`config.mk`:
```
export PLATFORM = sky130hd
export DESIGN_NAME = blob_tracker_top
export DESIGN_NICKNAME = d
export VERILOG_FILES = /design/src/common/tracker_pkg.sv /design/src/camera/pixel_reconstruct.sv /design/src/blob_tracker_top.sv /design/src/chroma_mask.sv /design/src/crosshair_overlay.sv /design/src/tracking/center_of_mass.sv /design/src/tracking/com_divider.sv
export VERILOG_INCLUDE_DIRS = /design/src /design/src/common
export SDC_FILE = /design/constraint.sdc
export NUM_CORES = 1
export LEC_CHECK = 0
export BUFFER_PORTS_ARGS = -buffer_cell sky130_fd_sc_hd__buf_2
export CAP_MARGIN = 0
export CORE_MARGIN = 1.5
export CORE_UTILIZATION = 45
export DETAILED_ROUTE_END_ITERATION = 7
export MAX_ROUTING_LAYER = met4
export PLACE_DENSITY = 0.59
export REMOVE_ABC_BUFFERS = 1
export SKIP_CTS_REPAIR_TIMING = 1
export SYNTH_ARGS = -nofsm -noshare
export SYNTH_HDL_FRONTEND = slang
export SYNTH_SLANG_ARGS = --single-unit
export TNS_END_PERCENT = 50
```
`constraint.sdc`:
```
create_clock -name clk_camera -period 4.3 [get_ports clk_camera]
set_clock_uncertainty 0.2 [all_clocks]
set_input_delay 0.86 -clock clk_camera [delete_from_list [all_inputs] [get_ports clk_camera]]
set_output_delay 0.86 -clock clk_camera [all_outputs]
set_load 0.01 [all_outputs]
```
`src/common/tracker_settings.svh`:
```
`ifndef TRACKER_SETTINGS_SVH
`define TRACKER_SETTINGS_SVH

// camera frame size in pixels
`define FRAME_W 320
`define FRAME_H 180

// counter widths, wide enough for the frame above
`define HCOUNT_W 9
`define VCOUNT_W 8

// inclusive cr window for the pink marker
`define CR_LOWER 160
`define CR_UPPER 240

// dividend width, bounds the per-frame coordinate sums
`define DIV_W 24

`endif

```
`src/common/tracker_pkg.sv`:
```
`include "tracker_settings.svh"

package tracker_pkg;

   // one 16-bit camera word, seen as bytes on the wire or as rgb565 fields
   typedef union packed {
      // as received, high byte first
      struct packed {
         logic [7:0] hi;
         logic [7:0] lo;
      } bytes;
      // colour fields
      struct packed {
         logic [4:0] r;
         logic [5:0] g;
         logic [4:0] b;
      } rgb;
   } pixel565_u;

   // column and row positions
   typedef logic [`HCOUNT_W-1:0] hcount_t;
   typedef logic [`VCOUNT_W-1:0] vcount_t;

   // coordinate sums, pixel counts and quotients
   typedef logic [`DIV_W-1:0] sum_t;

endpackage

```
`src/camera/pixel_reconstruct.sv`:
```
`timescale 1ns/100ps
`include "tracker_settings.svh"

module pixel_reconstruct
   import tracker_pkg::*;
(
   input  logic       clk_camera,
   input  logic       sys_rst_camera,
   input  logic [7:0] cam_data_i,
   input  logic       cam_pclk_i,
   input  logic       cam_hsync_i,
   input  logic       cam_vsync_i,
   output logic       pixel_valid_o,
   output pixel565_u  pixel_data_o,
   output hcount_t    pixel_hcount_o,
   output vcount_t    pixel_vcount_o
);

   // two-flop synchronisers on the whole camera bus
   logic [7:0] data_s1;
   logic [7:0] data_s2;
   logic       pclk_s1;
   logic       pclk_s2;
   logic       hs_s1;
   logic       hs_s2;
   logic       vs_s1;
   logic       vs_s2;

   always_ff @(posedge clk_camera) begin
      data_s1 <= cam_data_i;
      data_s2 <= data_s1;
      pclk_s1 <= cam_pclk_i;
      pclk_s2 <= pclk_s1;
      hs_s1   <= cam_hsync_i;
      hs_s2   <= hs_s1;
      vs_s1   <= cam_vsync_i;
      vs_s2   <= vs_s1;
   end

   // edge detect stage, data and syncs kept aligned with rise_q
   logic       pclk_q;
   logic       rise_q;
   logic       hs_q;
   logic       vs_q;
   logic [7:0] data_q;

   always_ff @(posedge clk_camera) begin
      data_q <= data_s2;
      if (sys_rst_camera) begin
         pclk_q <= 1'b0;
         rise_q <= 1'b0;
         hs_q   <= 1'b0;
         vs_q   <= 1'b0;
      end else begin
         pclk_q <= pclk_s2;
         rise_q <= pclk_s2 & ~pclk_q;
         hs_q   <= hs_s2;
         vs_q   <= vs_s2;
      end
   end

   // byte pairing and position counters
   logic       hs_d;
   logic       vs_d;
   logic       hs_fall;
   logic       vs_fall;
   logic       take_byte;
   logic       hi_done;
   logic [7:0] hi_byte;
   hcount_t    hcount;
   vcount_t    vcount;

   assign hs_fall   = hs_d & ~hs_q;
   assign vs_fall   = vs_d & ~vs_q;
   // bytes only count while both syncs are high
   assign take_byte = rise_q & hs_q & vs_q;

   always_ff @(posedge clk_camera) begin
      if (sys_rst_camera) begin
         pixel_valid_o <= 1'b0;
         hi_done       <= 1'b0;
         hcount        <= '0;
         vcount        <= '0;
         hs_d          <= 1'b0;
         vs_d          <= 1'b0;
      end else begin
         hs_d          <= hs_q;
         vs_d          <= vs_q;
         pixel_valid_o <= 1'b0;
         if (take_byte) begin
            hi_done <= ~hi_done;
            if (hi_done) begin
               // low byte completes the pixel
               pixel_valid_o <= 1'b1;
               hcount        <= hcount + 1'b1;
            end
         end else if (!hs_q || !vs_q) begin
            // blanking, next byte is a high byte again
            hi_done <= 1'b0;
         end
         if (hs_fall) begin
            hcount <= '0;
         end
         // frame start wins over a line end in the same cycle
         if (vs_fall) begin
            vcount <= '0;
         end else if (hs_fall && vs_q) begin
            vcount <= vcount + 1'b1;
         end
      end
   end

   always_ff @(posedge clk_camera) begin
      if (take_byte) begin
         if (!hi_done) begin
            hi_byte <= data_q;
         end else begin
            pixel_data_o.bytes.hi <= hi_byte;
            pixel_data_o.bytes.lo <= data_q;
            pixel_hcount_o        <= hcount;
            pixel_vcount_o        <= vcount;
         end
      end
   end

   // a line longer than the frame means the bus timing is off
   a_hcount_in_frame : assert property (
      @(posedge clk_camera) disable iff (sys_rst_camera)
      pixel_valid_o |-> (pixel_hcount_o < `FRAME_W)
   );

endmodule

```
`src/blob_tracker_top.sv`:
```
`timescale 1ns/100ps

module blob_tracker_top
   import tracker_pkg::*;
(
   input  logic        clk_camera,
   input  logic        sys_rst_camera,
   input  logic [7:0]  cam_data_i,
   input  logic        cam_pclk_i,
   input  logic        cam_hsync_i,
   input  logic        cam_vsync_i,
   input  logic        mode_i,
   output logic        px_valid_o,
   output logic [15:0] px_data_o,
   output hcount_t     px_hcount_o,
   output vcount_t     px_vcount_o,
   output logic        com_valid_o,
   output hcount_t     com_x_o,
   output vcount_t     com_y_o
);

   // reconstructed pixels
   logic      pixel_valid;
   pixel565_u pixel_data;
   hcount_t   pixel_hcount;
   vcount_t   pixel_vcount;

   // masked pixels, shared by the tracker and the overlay
   logic      mask_valid;
   logic      mask;
   pixel565_u mask_pixel;
   hcount_t   mask_hcount;
   vcount_t   mask_vcount;

   pixel_reconstruct pixel_reconstruct_inst (
      .clk_camera     (clk_camera),
      .sys_rst_camera (sys_rst_camera),
      .cam_data_i     (cam_data_i),
      .cam_pclk_i     (cam_pclk_i),
      .cam_hsync_i    (cam_hsync_i),
      .cam_vsync_i    (cam_vsync_i),
      .pixel_valid_o  (pixel_valid),
      .pixel_data_o   (pixel_data),
      .pixel_hcount_o (pixel_hcount),
      .pixel_vcount_o (pixel_vcount)
   );

   chroma_mask chroma_mask_inst (
      .clk_camera     (clk_camera),
      .sys_rst_camera (sys_rst_camera),
      .pixel_valid_i  (pixel_valid),
      .pixel_data_i   (pixel_data),
      .pixel_hcount_i (pixel_hcount),
      .pixel_vcount_i (pixel_vcount),
      .mask_valid_o   (mask_valid),
      .mask_o         (mask),
      .mask_pixel_o   (mask_pixel),
      .mask_hcount_o  (mask_hcount),
      .mask_vcount_o  (mask_vcount)
   );

   center_of_mass center_of_mass_inst (
      .clk_camera     (clk_camera),
      .sys_rst_camera (sys_rst_camera),
      .mask_valid_i   (mask_valid),
      .mask_i         (mask),
      .mask_hcount_i  (mask_hcount),
      .mask_vcount_i  (mask_vcount),
      .com_valid_o    (com_valid_o),
      .com_x_o        (com_x_o),
      .com_y_o        (com_y_o)
   );

   // overlay follows the center straight from the tracker outputs
   crosshair_overlay crosshair_overlay_inst (
      .clk_camera     (clk_camera),
      .sys_rst_camera (sys_rst_camera),
      .mode_i         (mode_i),
      .mask_valid_i   (mask_valid),
      .mask_i         (mask),
      .mask_pixel_i   (mask_pixel),
      .mask_hcount_i  (mask_hcount),
      .mask_vcount_i  (mask_vcount),
      .com_valid_i    (com_valid_o),
      .com_x_i        (com_x_o),
      .com_y_i        (com_y_o),
      .px_valid_o     (px_valid_o),
      .px_data_o      (px_data_o),
      .px_hcount_o    (px_hcount_o),
      .px_vcount_o    (px_vcount_o)
   );

endmodule

```
`src/chroma_mask.sv`:
```
`timescale 1ns/100ps
`include "tracker_settings.svh"

module chroma_mask
   import tracker_pkg::*;
(
   input  logic      clk_camera,
   input  logic      sys_rst_camera,
   input  logic      pixel_valid_i,
   input  pixel565_u pixel_data_i,
   input  hcount_t   pixel_hcount_i,
   input  vcount_t   pixel_vcount_i,
   output logic      mask_valid_o,
   output logic      mask_o,
   output pixel565_u mask_pixel_o,
   output hcount_t   mask_hcount_o,
   output vcount_t   mask_vcount_o
);

   // fields widened to 8 bits, low bits zero
   logic [7:0]  red8;
   logic [7:0]  green8;
   logic [7:0]  blue8;

   // stage 1 products
   logic        valid_q;
   logic [16:0] prod_r;
   logic [16:0] prod_g;
   logic [16:0] prod_b;
   pixel565_u   pixel_q;
   hcount_t     hcount_q;
   vcount_t     vcount_q;

   // stage 2 sum, never negative with 8-bit inputs
   logic [16:0] cr_sum;
   logic [8:0]  cr;

   assign red8   = {pixel_data_i.rgb.r, 3'b000};
   assign green8 = {pixel_data_i.rgb.g, 2'b00};
   assign blue8  = {pixel_data_i.rgb.b, 3'b000};

   assign cr_sum = 17'd32768 + prod_r - prod_g - prod_b;
   // floor divide by 256
   assign cr     = cr_sum[16:8];

   always_ff @(posedge clk_camera) begin
      if (sys_rst_camera) begin
         valid_q      <= 1'b0;
         mask_valid_o <= 1'b0;
      end else begin
         valid_q      <= pixel_valid_i;
         mask_valid_o <= valid_q;
      end
   end

   always_ff @(posedge clk_camera) begin
      // cr weights 112, 94, 18 out of 256
      prod_r        <= 17'(red8) * 17'd112;
      prod_g        <= 17'(green8) * 17'd94;
      prod_b        <= 17'(blue8) * 17'd18;
      pixel_q       <= pixel_data_i;
      hcount_q      <= pixel_hcount_i;
      vcount_q      <= pixel_vcount_i;
      // inclusive window on both ends
      mask_o        <= (cr >= 9'(`CR_LOWER)) && (cr <= 9'(`CR_UPPER));
      mask_pixel_o  <= pixel_q;
      mask_hcount_o <= hcount_q;
      mask_vcount_o <= vcount_q;
   end

endmodule

```
`src/crosshair_overlay.sv`:
```
`timescale 1ns/100ps

module crosshair_overlay
   import tracker_pkg::*;
(
   input  logic        clk_camera,
   input  logic        sys_rst_camera,
   input  logic        mode_i,
   input  logic        mask_valid_i,
   input  logic        mask_i,
   input  pixel565_u   mask_pixel_i,
   input  hcount_t     mask_hcount_i,
   input  vcount_t     mask_vcount_i,
   input  logic        com_valid_i,
   input  hcount_t     com_x_i,
   input  vcount_t     com_y_i,
   output logic        px_valid_o,
   output logic [15:0] px_data_o,
   output hcount_t     px_hcount_o,
   output vcount_t     px_vcount_o
);

   // latest center, (0,0) until the first result
   hcount_t     held_x;
   vcount_t     held_y;
   logic [15:0] base_px;
   logic        on_cross;

   // mode 0 camera colours, mode 1 mask as black or white
   assign base_px  = mode_i ? {16{mask_i}}
                            : {mask_pixel_i.rgb.r, mask_pixel_i.rgb.g, mask_pixel_i.rgb.b};
   assign on_cross = (mask_hcount_i == held_x) || (mask_vcount_i == held_y);

   always_ff @(posedge clk_camera) begin
      if (sys_rst_camera) begin
         held_x     <= '0;
         held_y     <= '0;
         px_valid_o <= 1'b0;
      end else begin
         px_valid_o <= mask_valid_i;
         if (com_valid_i) begin
            held_x <= com_x_i;
            held_y <= com_y_i;
         end
      end
   end

   always_ff @(posedge clk_camera) begin
      // white crosshair over either mode
      px_data_o   <= on_cross ? 16'hffff : base_px;
      px_hcount_o <= mask_hcount_i;
      px_vcount_o <= mask_vcount_i;
   end

endmodule

```
`src/tracking/center_of_mass.sv`:
```
`timescale 1ns/100ps
`include "tracker_settings.svh"

module center_of_mass
   import tracker_pkg::*;
(
   input  logic    clk_camera,
   input  logic    sys_rst_camera,
   input  logic    mask_valid_i,
   input  logic    mask_i,
   input  hcount_t mask_hcount_i,
   input  vcount_t mask_vcount_i,
   output logic    com_valid_o,
   output hcount_t com_x_o,
   output vcount_t com_y_o
);

   // running sums for the frame in progress
   sum_t sum_x;
   sum_t sum_y;
   sum_t pix_count;

   // sums including the current pixel
   sum_t next_x;
   sum_t next_y;
   sum_t next_count;

   // copies handed to the dividers
   sum_t x_dividend;
   sum_t y_dividend;
   sum_t divisor;

   logic hit;
   logic frame_end;
   logic div_start;

   logic x_done;
   logic y_done;
   sum_t x_quot;
   sum_t y_quot;
   // join of the two peers, same start and same run length
   logic both_done;

   assign hit       = mask_valid_i & mask_i;
   // last pixel of the frame triggers tabulation
   assign frame_end = mask_valid_i
                      && (mask_hcount_i == hcount_t'(`FRAME_W - 1))
                      && (mask_vcount_i == vcount_t'(`FRAME_H - 1));
   assign both_done = x_done & y_done;

   always_comb begin
      next_x     = sum_x;
      next_y     = sum_y;
      next_count = pix_count;
      if (hit) begin
         next_x     = sum_x + sum_t'(mask_hcount_i);
         next_y     = sum_y + sum_t'(mask_vcount_i);
         next_count = pix_count + 1'b1;
      end
   end

   always_ff @(posedge clk_camera) begin
      if (sys_rst_camera) begin
         sum_x       <= '0;
         sum_y       <= '0;
         pix_count   <= '0;
         div_start   <= 1'b0;
         com_valid_o <= 1'b0;
      end else begin
         div_start   <= 1'b0;
         com_valid_o <= 1'b0;
         if (frame_end) begin
            // next frame starts from zero while the division runs
            sum_x     <= '0;
            sum_y     <= '0;
            pix_count <= '0;
            // empty frame, nothing to divide
            div_start <= (next_count != '0);
         end else begin
            sum_x     <= next_x;
            sum_y     <= next_y;
            pix_count <= next_count;
         end
         if (both_done) begin
            com_valid_o <= 1'b1;
         end
      end
   end

   always_ff @(posedge clk_camera) begin
      if (frame_end) begin
         x_dividend <= next_x;
         y_dividend <= next_y;
         divisor    <= next_count;
      end
      if (both_done) begin
         // averages fit the count widths
         com_x_o <= x_quot[`HCOUNT_W-1:0];
         com_y_o <= y_quot[`VCOUNT_W-1:0];
      end
   end

   com_divider x_div (
      .clk_camera     (clk_camera),
      .sys_rst_camera (sys_rst_camera),
      .start_i        (div_start),
      .dividend_i     (x_dividend),
      .divisor_i      (divisor),
      .busy_o         (),
      .done_o         (x_done),
      .quotient_o     (x_quot)
   );

   com_divider y_div (
      .clk_camera     (clk_camera),
      .sys_rst_camera (sys_rst_camera),
      .start_i        (div_start),
      .dividend_i     (y_dividend),
      .divisor_i      (divisor),
      .busy_o         (),
      .done_o         (y_done),
      .quotient_o     (y_quot)
   );

   // a frame can hold at most every pixel once
   a_count_bound : assert property (
      @(posedge clk_camera) disable iff (sys_rst_camera)
      pix_count <= sum_t'(`FRAME_W * `FRAME_H)
   );

endmodule

```
`src/tracking/com_divider.sv`:
```
`timescale 1ns/100ps
`include "tracker_settings.svh"

module com_divider
   import tracker_pkg::*;
(
   input  logic clk_camera,
   input  logic sys_rst_camera,
   input  logic start_i,
   input  sum_t dividend_i,
   input  sum_t divisor_i,
   output logic busy_o,
   output logic done_o,
   output sum_t quotient_o
);

   localparam int CNT_W = $clog2(`DIV_W + 1);

   // partial remainder and the divisor held for the whole run
   sum_t             rem;
   sum_t             div_q;
   logic [CNT_W-1:0] bits_left;

   // remainder shifted left with the next dividend bit
   logic [`DIV_W:0]  shifted;
   logic             fits;

   assign shifted = {rem, quotient_o[`DIV_W-1]};
   assign fits    = shifted >= {1'b0, div_q};

   always_ff @(posedge clk_camera) begin
      if (sys_rst_camera) begin
         busy_o    <= 1'b0;
         done_o    <= 1'b0;
         bits_left <= '0;
      end else begin
         done_o <= 1'b0;
         if (start_i) begin
            busy_o    <= 1'b1;
            bits_left <= CNT_W'(`DIV_W);
         end else if (busy_o) begin
            bits_left <= bits_left - 1'b1;
            // last quotient bit this cycle
            if (bits_left == CNT_W'(1)) begin
               busy_o <= 1'b0;
               done_o <= 1'b1;
            end
         end
      end
   end

   // quotient_o doubles as the dividend shift register, msb first
   always_ff @(posedge clk_camera) begin
      if (start_i) begin
         rem        <= '0;
         div_q      <= divisor_i;
         quotient_o <= dividend_i;
      end else if (busy_o) begin
         // restoring step, keep the shifted value when the divisor does not fit
         if (fits) begin
            rem <= shifted[`DIV_W-1:0] - div_q;
         end else begin
            rem <= shifted[`DIV_W-1:0];
         end
         quotient_o <= {quotient_o[`DIV_W-2:0], fits};
      end
   end

   // a second start would corrupt the run in progress
   a_no_start_busy : assert property (
      @(posedge clk_camera) disable iff (sys_rst_camera)
      start_i |-> !busy_o
   );

endmodule
```
==> impl_summary.log <==
INFO  metric run_status = finished, final reports clean
INFO  metric grt_max_degree = 66
INFO  metric synth_compound_gate_area_share = 0.117
INFO  metric netlist_instances = 2,179
INFO  metric synth-async-reset-ratio = 0
INFO  metric grt_first_pass_wirelength = between 80 and 90 mm
INFO  metric final-instance-count-excl-fill = 2,974
INFO  metric mostFrequentLayoutCell = sky130_fd_sc_hd__dfxtp_1
INFO  metric fp.coreArea = around 52,000 µm²
INFO  metric detail_route.iter0.violations = slightly below 900
INFO  metric critPathSlowestCell = sky130_fd_sc_hd__fa_1
INFO  metric cp_slowest_stage_delay = between 500 and 600 ps
INFO  metric ys.flop_type = sky130_fd_sc_hd__dfxtp_1
INFO  metric ys_ff_latch = 537
INFO  metric cts.sinks = 537
INFO  metric routed_wl = roughly 52 mm
INFO  metric busiest_layer = met2
INFO  metric synth_mux_area_frac = 0.0400
INFO  metric min_path_cells = 0
INFO  metric grtUsageTotal = 0.201
INFO  metric grt_use_met1 = 0.259
INFO  metric placementRows = between 80 and 90
INFO  metric clockPowerShare = 0.434
INFO  metric final-setup-viol-count = 0
INFO  metric yosysUniqueCellTypes = 90
INFO  metric power_switching_share = 0.247
INFO  metric routing_usage_on_met2 = 0.319
INFO  metric power.total = 11,700 µW
INFO  metric crit_path_cell_trace = fa_1 > ha_1 > fa_1 > fa_1 > a21oi_1 > nor2_1 > nor2_1 > o21bai_1 > a21oi_1 > o21bai_1 > a21oi_1 > xnor2_1
INFO  metric root_buffer = sky130_fd_sc_hd__clkbuf_16
INFO  metric rsz0062_at_grt = false
INFO  metric number_of_global_route_vias_before_repair = ~16,000
INFO  metric finalWeightedCongestion = roughly 0.96
INFO  metric r2r_slack = approximately 600 ps
INFO  metric cts_tree = done
INFO  metric setup.worst_path.end_class = flop
INFO  metric critical_path_peak_fanout = 6
INFO  metric final_design_area_no_fill = between 20,000 and 30,000 µm²
INFO  metric timing.final.max_slew_violations = 0
INFO  metric synth_xor_xnor_area_share = 0.0507
INFO  metric main_combinational_cell_family_by_area_after_synthesis = simple AND/OR/NAND/NOR gates
INFO  metric cts-root-to-sink-buffers = 3
INFO  metric crit_path_start_kind = flop
INFO  metric post_drt_via_cell_ratio = between 5 and 6
INFO  metric reg2reg_depth = 12
INFO  metric critical_path.reg2reg.endpoint = chroma_mask_inst.prod_g[14]
INFO  metric peakVddDrop = 0.000362 V
INFO  metric max_freq = approximately 270 MHz
INFO  metric synth_largest_area_cell = sky130_fd_sc_hd__dfxtp_1
INFO  metric synth_top_area_share = 0.281
INFO  metric total_cell_area_at_the_placement_stage = 24,900 µm²
INFO  metric top_level_ports = 66
INFO  metric p_switching = 2880 µW
INFO  metric cts_inserted_buffers = 56
INFO  metric finalHoldViolCount = 0
INFO  metric timing.critical_path.arrival = roughly 4000 ps
INFO  metric p_int = a little under 9000 µW
INFO  metric placedCellCount = around 2,900
INFO  metric criticalPathCategory = flop to flop
INFO  metric h-tree-depth = 2
INFO  metric yosysSeqAreaShare = 0.536
INFO  metric timing.hold.worst.class = flop to flop
INFO  metric power.share.sequential = 0.464
INFO  metric yosysWarnings = 0
INFO  metric timing.final.crit_period = about 3700 ps
INFO  metric highest_count_cells_in_the_layout_ignoring_fill_and_taps = sky130_fd_sc_hd__dfxtp_1 (334), sky130_fd_sc_hd__edfxtp_1 (202), sky130_fd_sc_hd__inv_1 (161)
INFO  metric synthTopCellsByArea = sky130_fd_sc_hd__dfxtp_1 (28%), sky130_fd_sc_hd__edfxtp_1 (25%), sky130_fd_sc_hd__ha_1 (6.6%), sky130_fd_sc_hd__xnor2_1 (3.1%), sky130_fd_sc_hd__inv_1 (2.5%)
INFO  metric nNetsFinal = approximately 2,400
INFO  metric max_slew_margin = 0.256
INFO  metric grt_remaining_overflow = 0
INFO  metric power.leakage = 0.0105 µW
INFO  metric dr.pass1.iters = 6
INFO  metric synth-simple-area-share = 0.126
INFO  metric grtUsageMet3 = 0.0323
INFO  metric clk_pin_slew_worst_paths = 60 ps
INFO  metric worst_margin_pin_slew = around 1100 ps
INFO  metric worst_ep_required = approximately 4700 ps
INFO  metric die_y = between 200 and 250 µm
INFO  metric clock_latency = ~620 ps
INFO  metric cellPowerDensity = 435 nW/µm²
INFO  metric floorplan.die.width = 233 µm
INFO  metric place.port_buffers = 65
INFO  metric share_comb_of_total_power = 0.102
INFO  metric flow.area_growth_from_synthesis = 12.5%
INFO  metric remaining_drc_errors = 0
INFO  metric ant_nets = 0
INFO  metric synthesis.area = 23,800 µm²
INFO  metric number_of_antenna_violations_at_the_first_check_in_global_routing = 1
INFO  metric min_delay_worst_endpoint = chroma_mask_inst.mask_pixel_o[4]
INFO  metric floorplan.initialDensity = 0.454
INFO  metric rr_startpoint = pixel_reconstruct_inst.pixel_data_o[7]
INFO  metric layout-drive-gt1-share = 0.114
INFO  metric avgSynthCellArea = around 11 µm²
INFO  metric yosys.area_share.adder = 0.0888
INFO  metric synth_edf_count = between 200 and 250
INFO  metric dp_hpwl = around 36 mm
INFO  metric cap_viol_max_count = 0
INFO  metric timing.hold.worst.start = chroma_mask_inst.pixel_q[4]
INFO  metric dr_total_vias = 15,900
INFO  metric routed_wire_length_per_instance = between 15 and 20 µm
INFO  metric post-route-period-util = 0.861
INFO  metric floorplan.die_area = between 50,000 and 60,000 µm²
cell type report:
cell class | instances | area (µm²)
Clock inverter | 26 | 360
Timing Repair Buffer | 88 | 510
Inverter | 163 | 612
Tap cell | 688 | 861
Sequential cell | 537 | 12800
Antenna cell | 1 | 2.50
Fill cell | 4648 | 25600
Multi-Input combinational cell | 1391 | 10100
Clock buffer | 80 | 1600
power by group through the flow:
stage | Sequential, µW | Clock [µW] | Combinational [µW]
4_1_cts | 5420 | 5200 | 1180
5_1_grt | 5430 | 5400 | 1320
3_5_place_dp | 5530 | 0 | 1180
3_3_place_gp | 5530 | 0 | 1170
2_1_floorplan | 5500 | 0 | 878
6_report | 5420 | 5060 | 1190
flip-flops by register name, summed over array words and instances, names as in the netlist, 11 cells and up:
signal	flops
chroma_mask_inst.pixel_q	16
center_of_mass_inst.sum_x	24
center_of_mass_inst.sum_y	24
center_of_mass_inst.y_div.quotient_o	24
center_of_mass_inst.x_div.rem	24
center_of_mass_inst.x_div.div_q	24
pixel_reconstruct_inst.pixel_data_o	16
crosshair_overlay_inst.px_data_o	16
center_of_mass_inst.y_dividend	24
chroma_mask_inst.mask_pixel_o	16
center_of_mass_inst.y_div.rem	24
chroma_mask_inst.prod_g	11
center_of_mass_inst.pix_count	24
center_of_mass_inst.x_div.quotient_o	24
center_of_mass_inst.divisor	24
center_of_mass_inst.x_dividend	24
metrics by stage:
| stage | hold WS, ps | setup slack (ps) | setup TNS, ps | util |
|---|---|---|---|---|
| 6_report | 119 | 599 | 0 | 0.511 |
| 5_1_grt | 97.1 | 356 | 0 | 0.511 |
| 4_1_cts | 95.8 | 581 | 0 | 0.511 |
| 3_5_place_dp | 112 | 575 | 0 | 0.474 |
| 3_3_place_gp | 110 | 643 | 0 | 0.474 |
| 2_1_floorplan | 110 | -532 | -17640 | - |
critical path: cells and delay by family, from the launching register on:
kind                       cells  cell delay (ps)
adders and majority gates      4             1830
AOI/OAI and AO/OA              5              730
DFF                            1              520
and+or+nand+nor                2              200
xor gates and xnor gates       1              140
Yosys cell counts (35+ instances only):
library cell / instances
sky130_fd_sc_hd__mux2i_1: 40
sky130_fd_sc_hd__dfxtp_1: 335
sky130_fd_sc_hd__nand2_1: 128
sky130_fd_sc_hd__inv_1: 161
sky130_fd_sc_hd__and2_1: 45
sky130_fd_sc_hd__edfxtp_1: 202
sky130_fd_sc_hd__a311oi_1: 35
sky130_fd_sc_hd__o21ai_0: 60
sky130_fd_sc_hd__xor2_1: 53
sky130_fd_sc_hd__o21ai_1: 49
sky130_fd_sc_hd__a21oi_1: 88
sky130_fd_sc_hd__nand3_1: 78
sky130_fd_sc_hd__nor2_1: 143
sky130_fd_sc_hd__mux2_2: 48
sky130_fd_sc_hd__xnor2_1: 85
sky130_fd_sc_hd__a21o_1: 36
sky130_fd_sc_hd__ha_1: 126
sky130_fd_sc_hd__and3_1: 37
sky130_fd_sc_hd__clkbuf_1: 65
worst max-delay path by stage:
stage	from	to	cells past startpoint
global route	pixel_reconstruct_inst.pixel_data_o[7]	chroma_mask_inst.prod_g[14]	12
detailed placement	pixel_reconstruct_inst.pixel_data_o[7]	chroma_mask_inst.prod_g[14]	12
finish	pixel_reconstruct_inst.pixel_data_o[7]	chroma_mask_inst.prod_g[14]	12
floorplan	center_of_mass_inst.div_start	center_of_mass_inst.x_div.quotient_o[0]	2
global placement	pixel_reconstruct_inst.pixel_data_o[7]	chroma_mask_inst.prod_g[14]	12
CTS	pixel_reconstruct_inst.pixel_data_o[7]	chroma_mask_inst.prod_g[14]	12
logic make-up after synthesis:
group / after synthesis
AND/OR/NAND/NOR: 596
XOR/XNOR: 138
adder cells (fa/ha/maj): 153
multiplexers: 89
buffers and inverters: 251
flip-flops: 537
AO/OA/AOI/OAI: 415
routing by layer:
metal	routed length, µm	part of all wire
met1	24400	0.47
met2	24200	0.46
met3	2070	0.040
met4	1640	0.031
met5	0	0
Note: power is estimated with default switching activity, not from simulation.
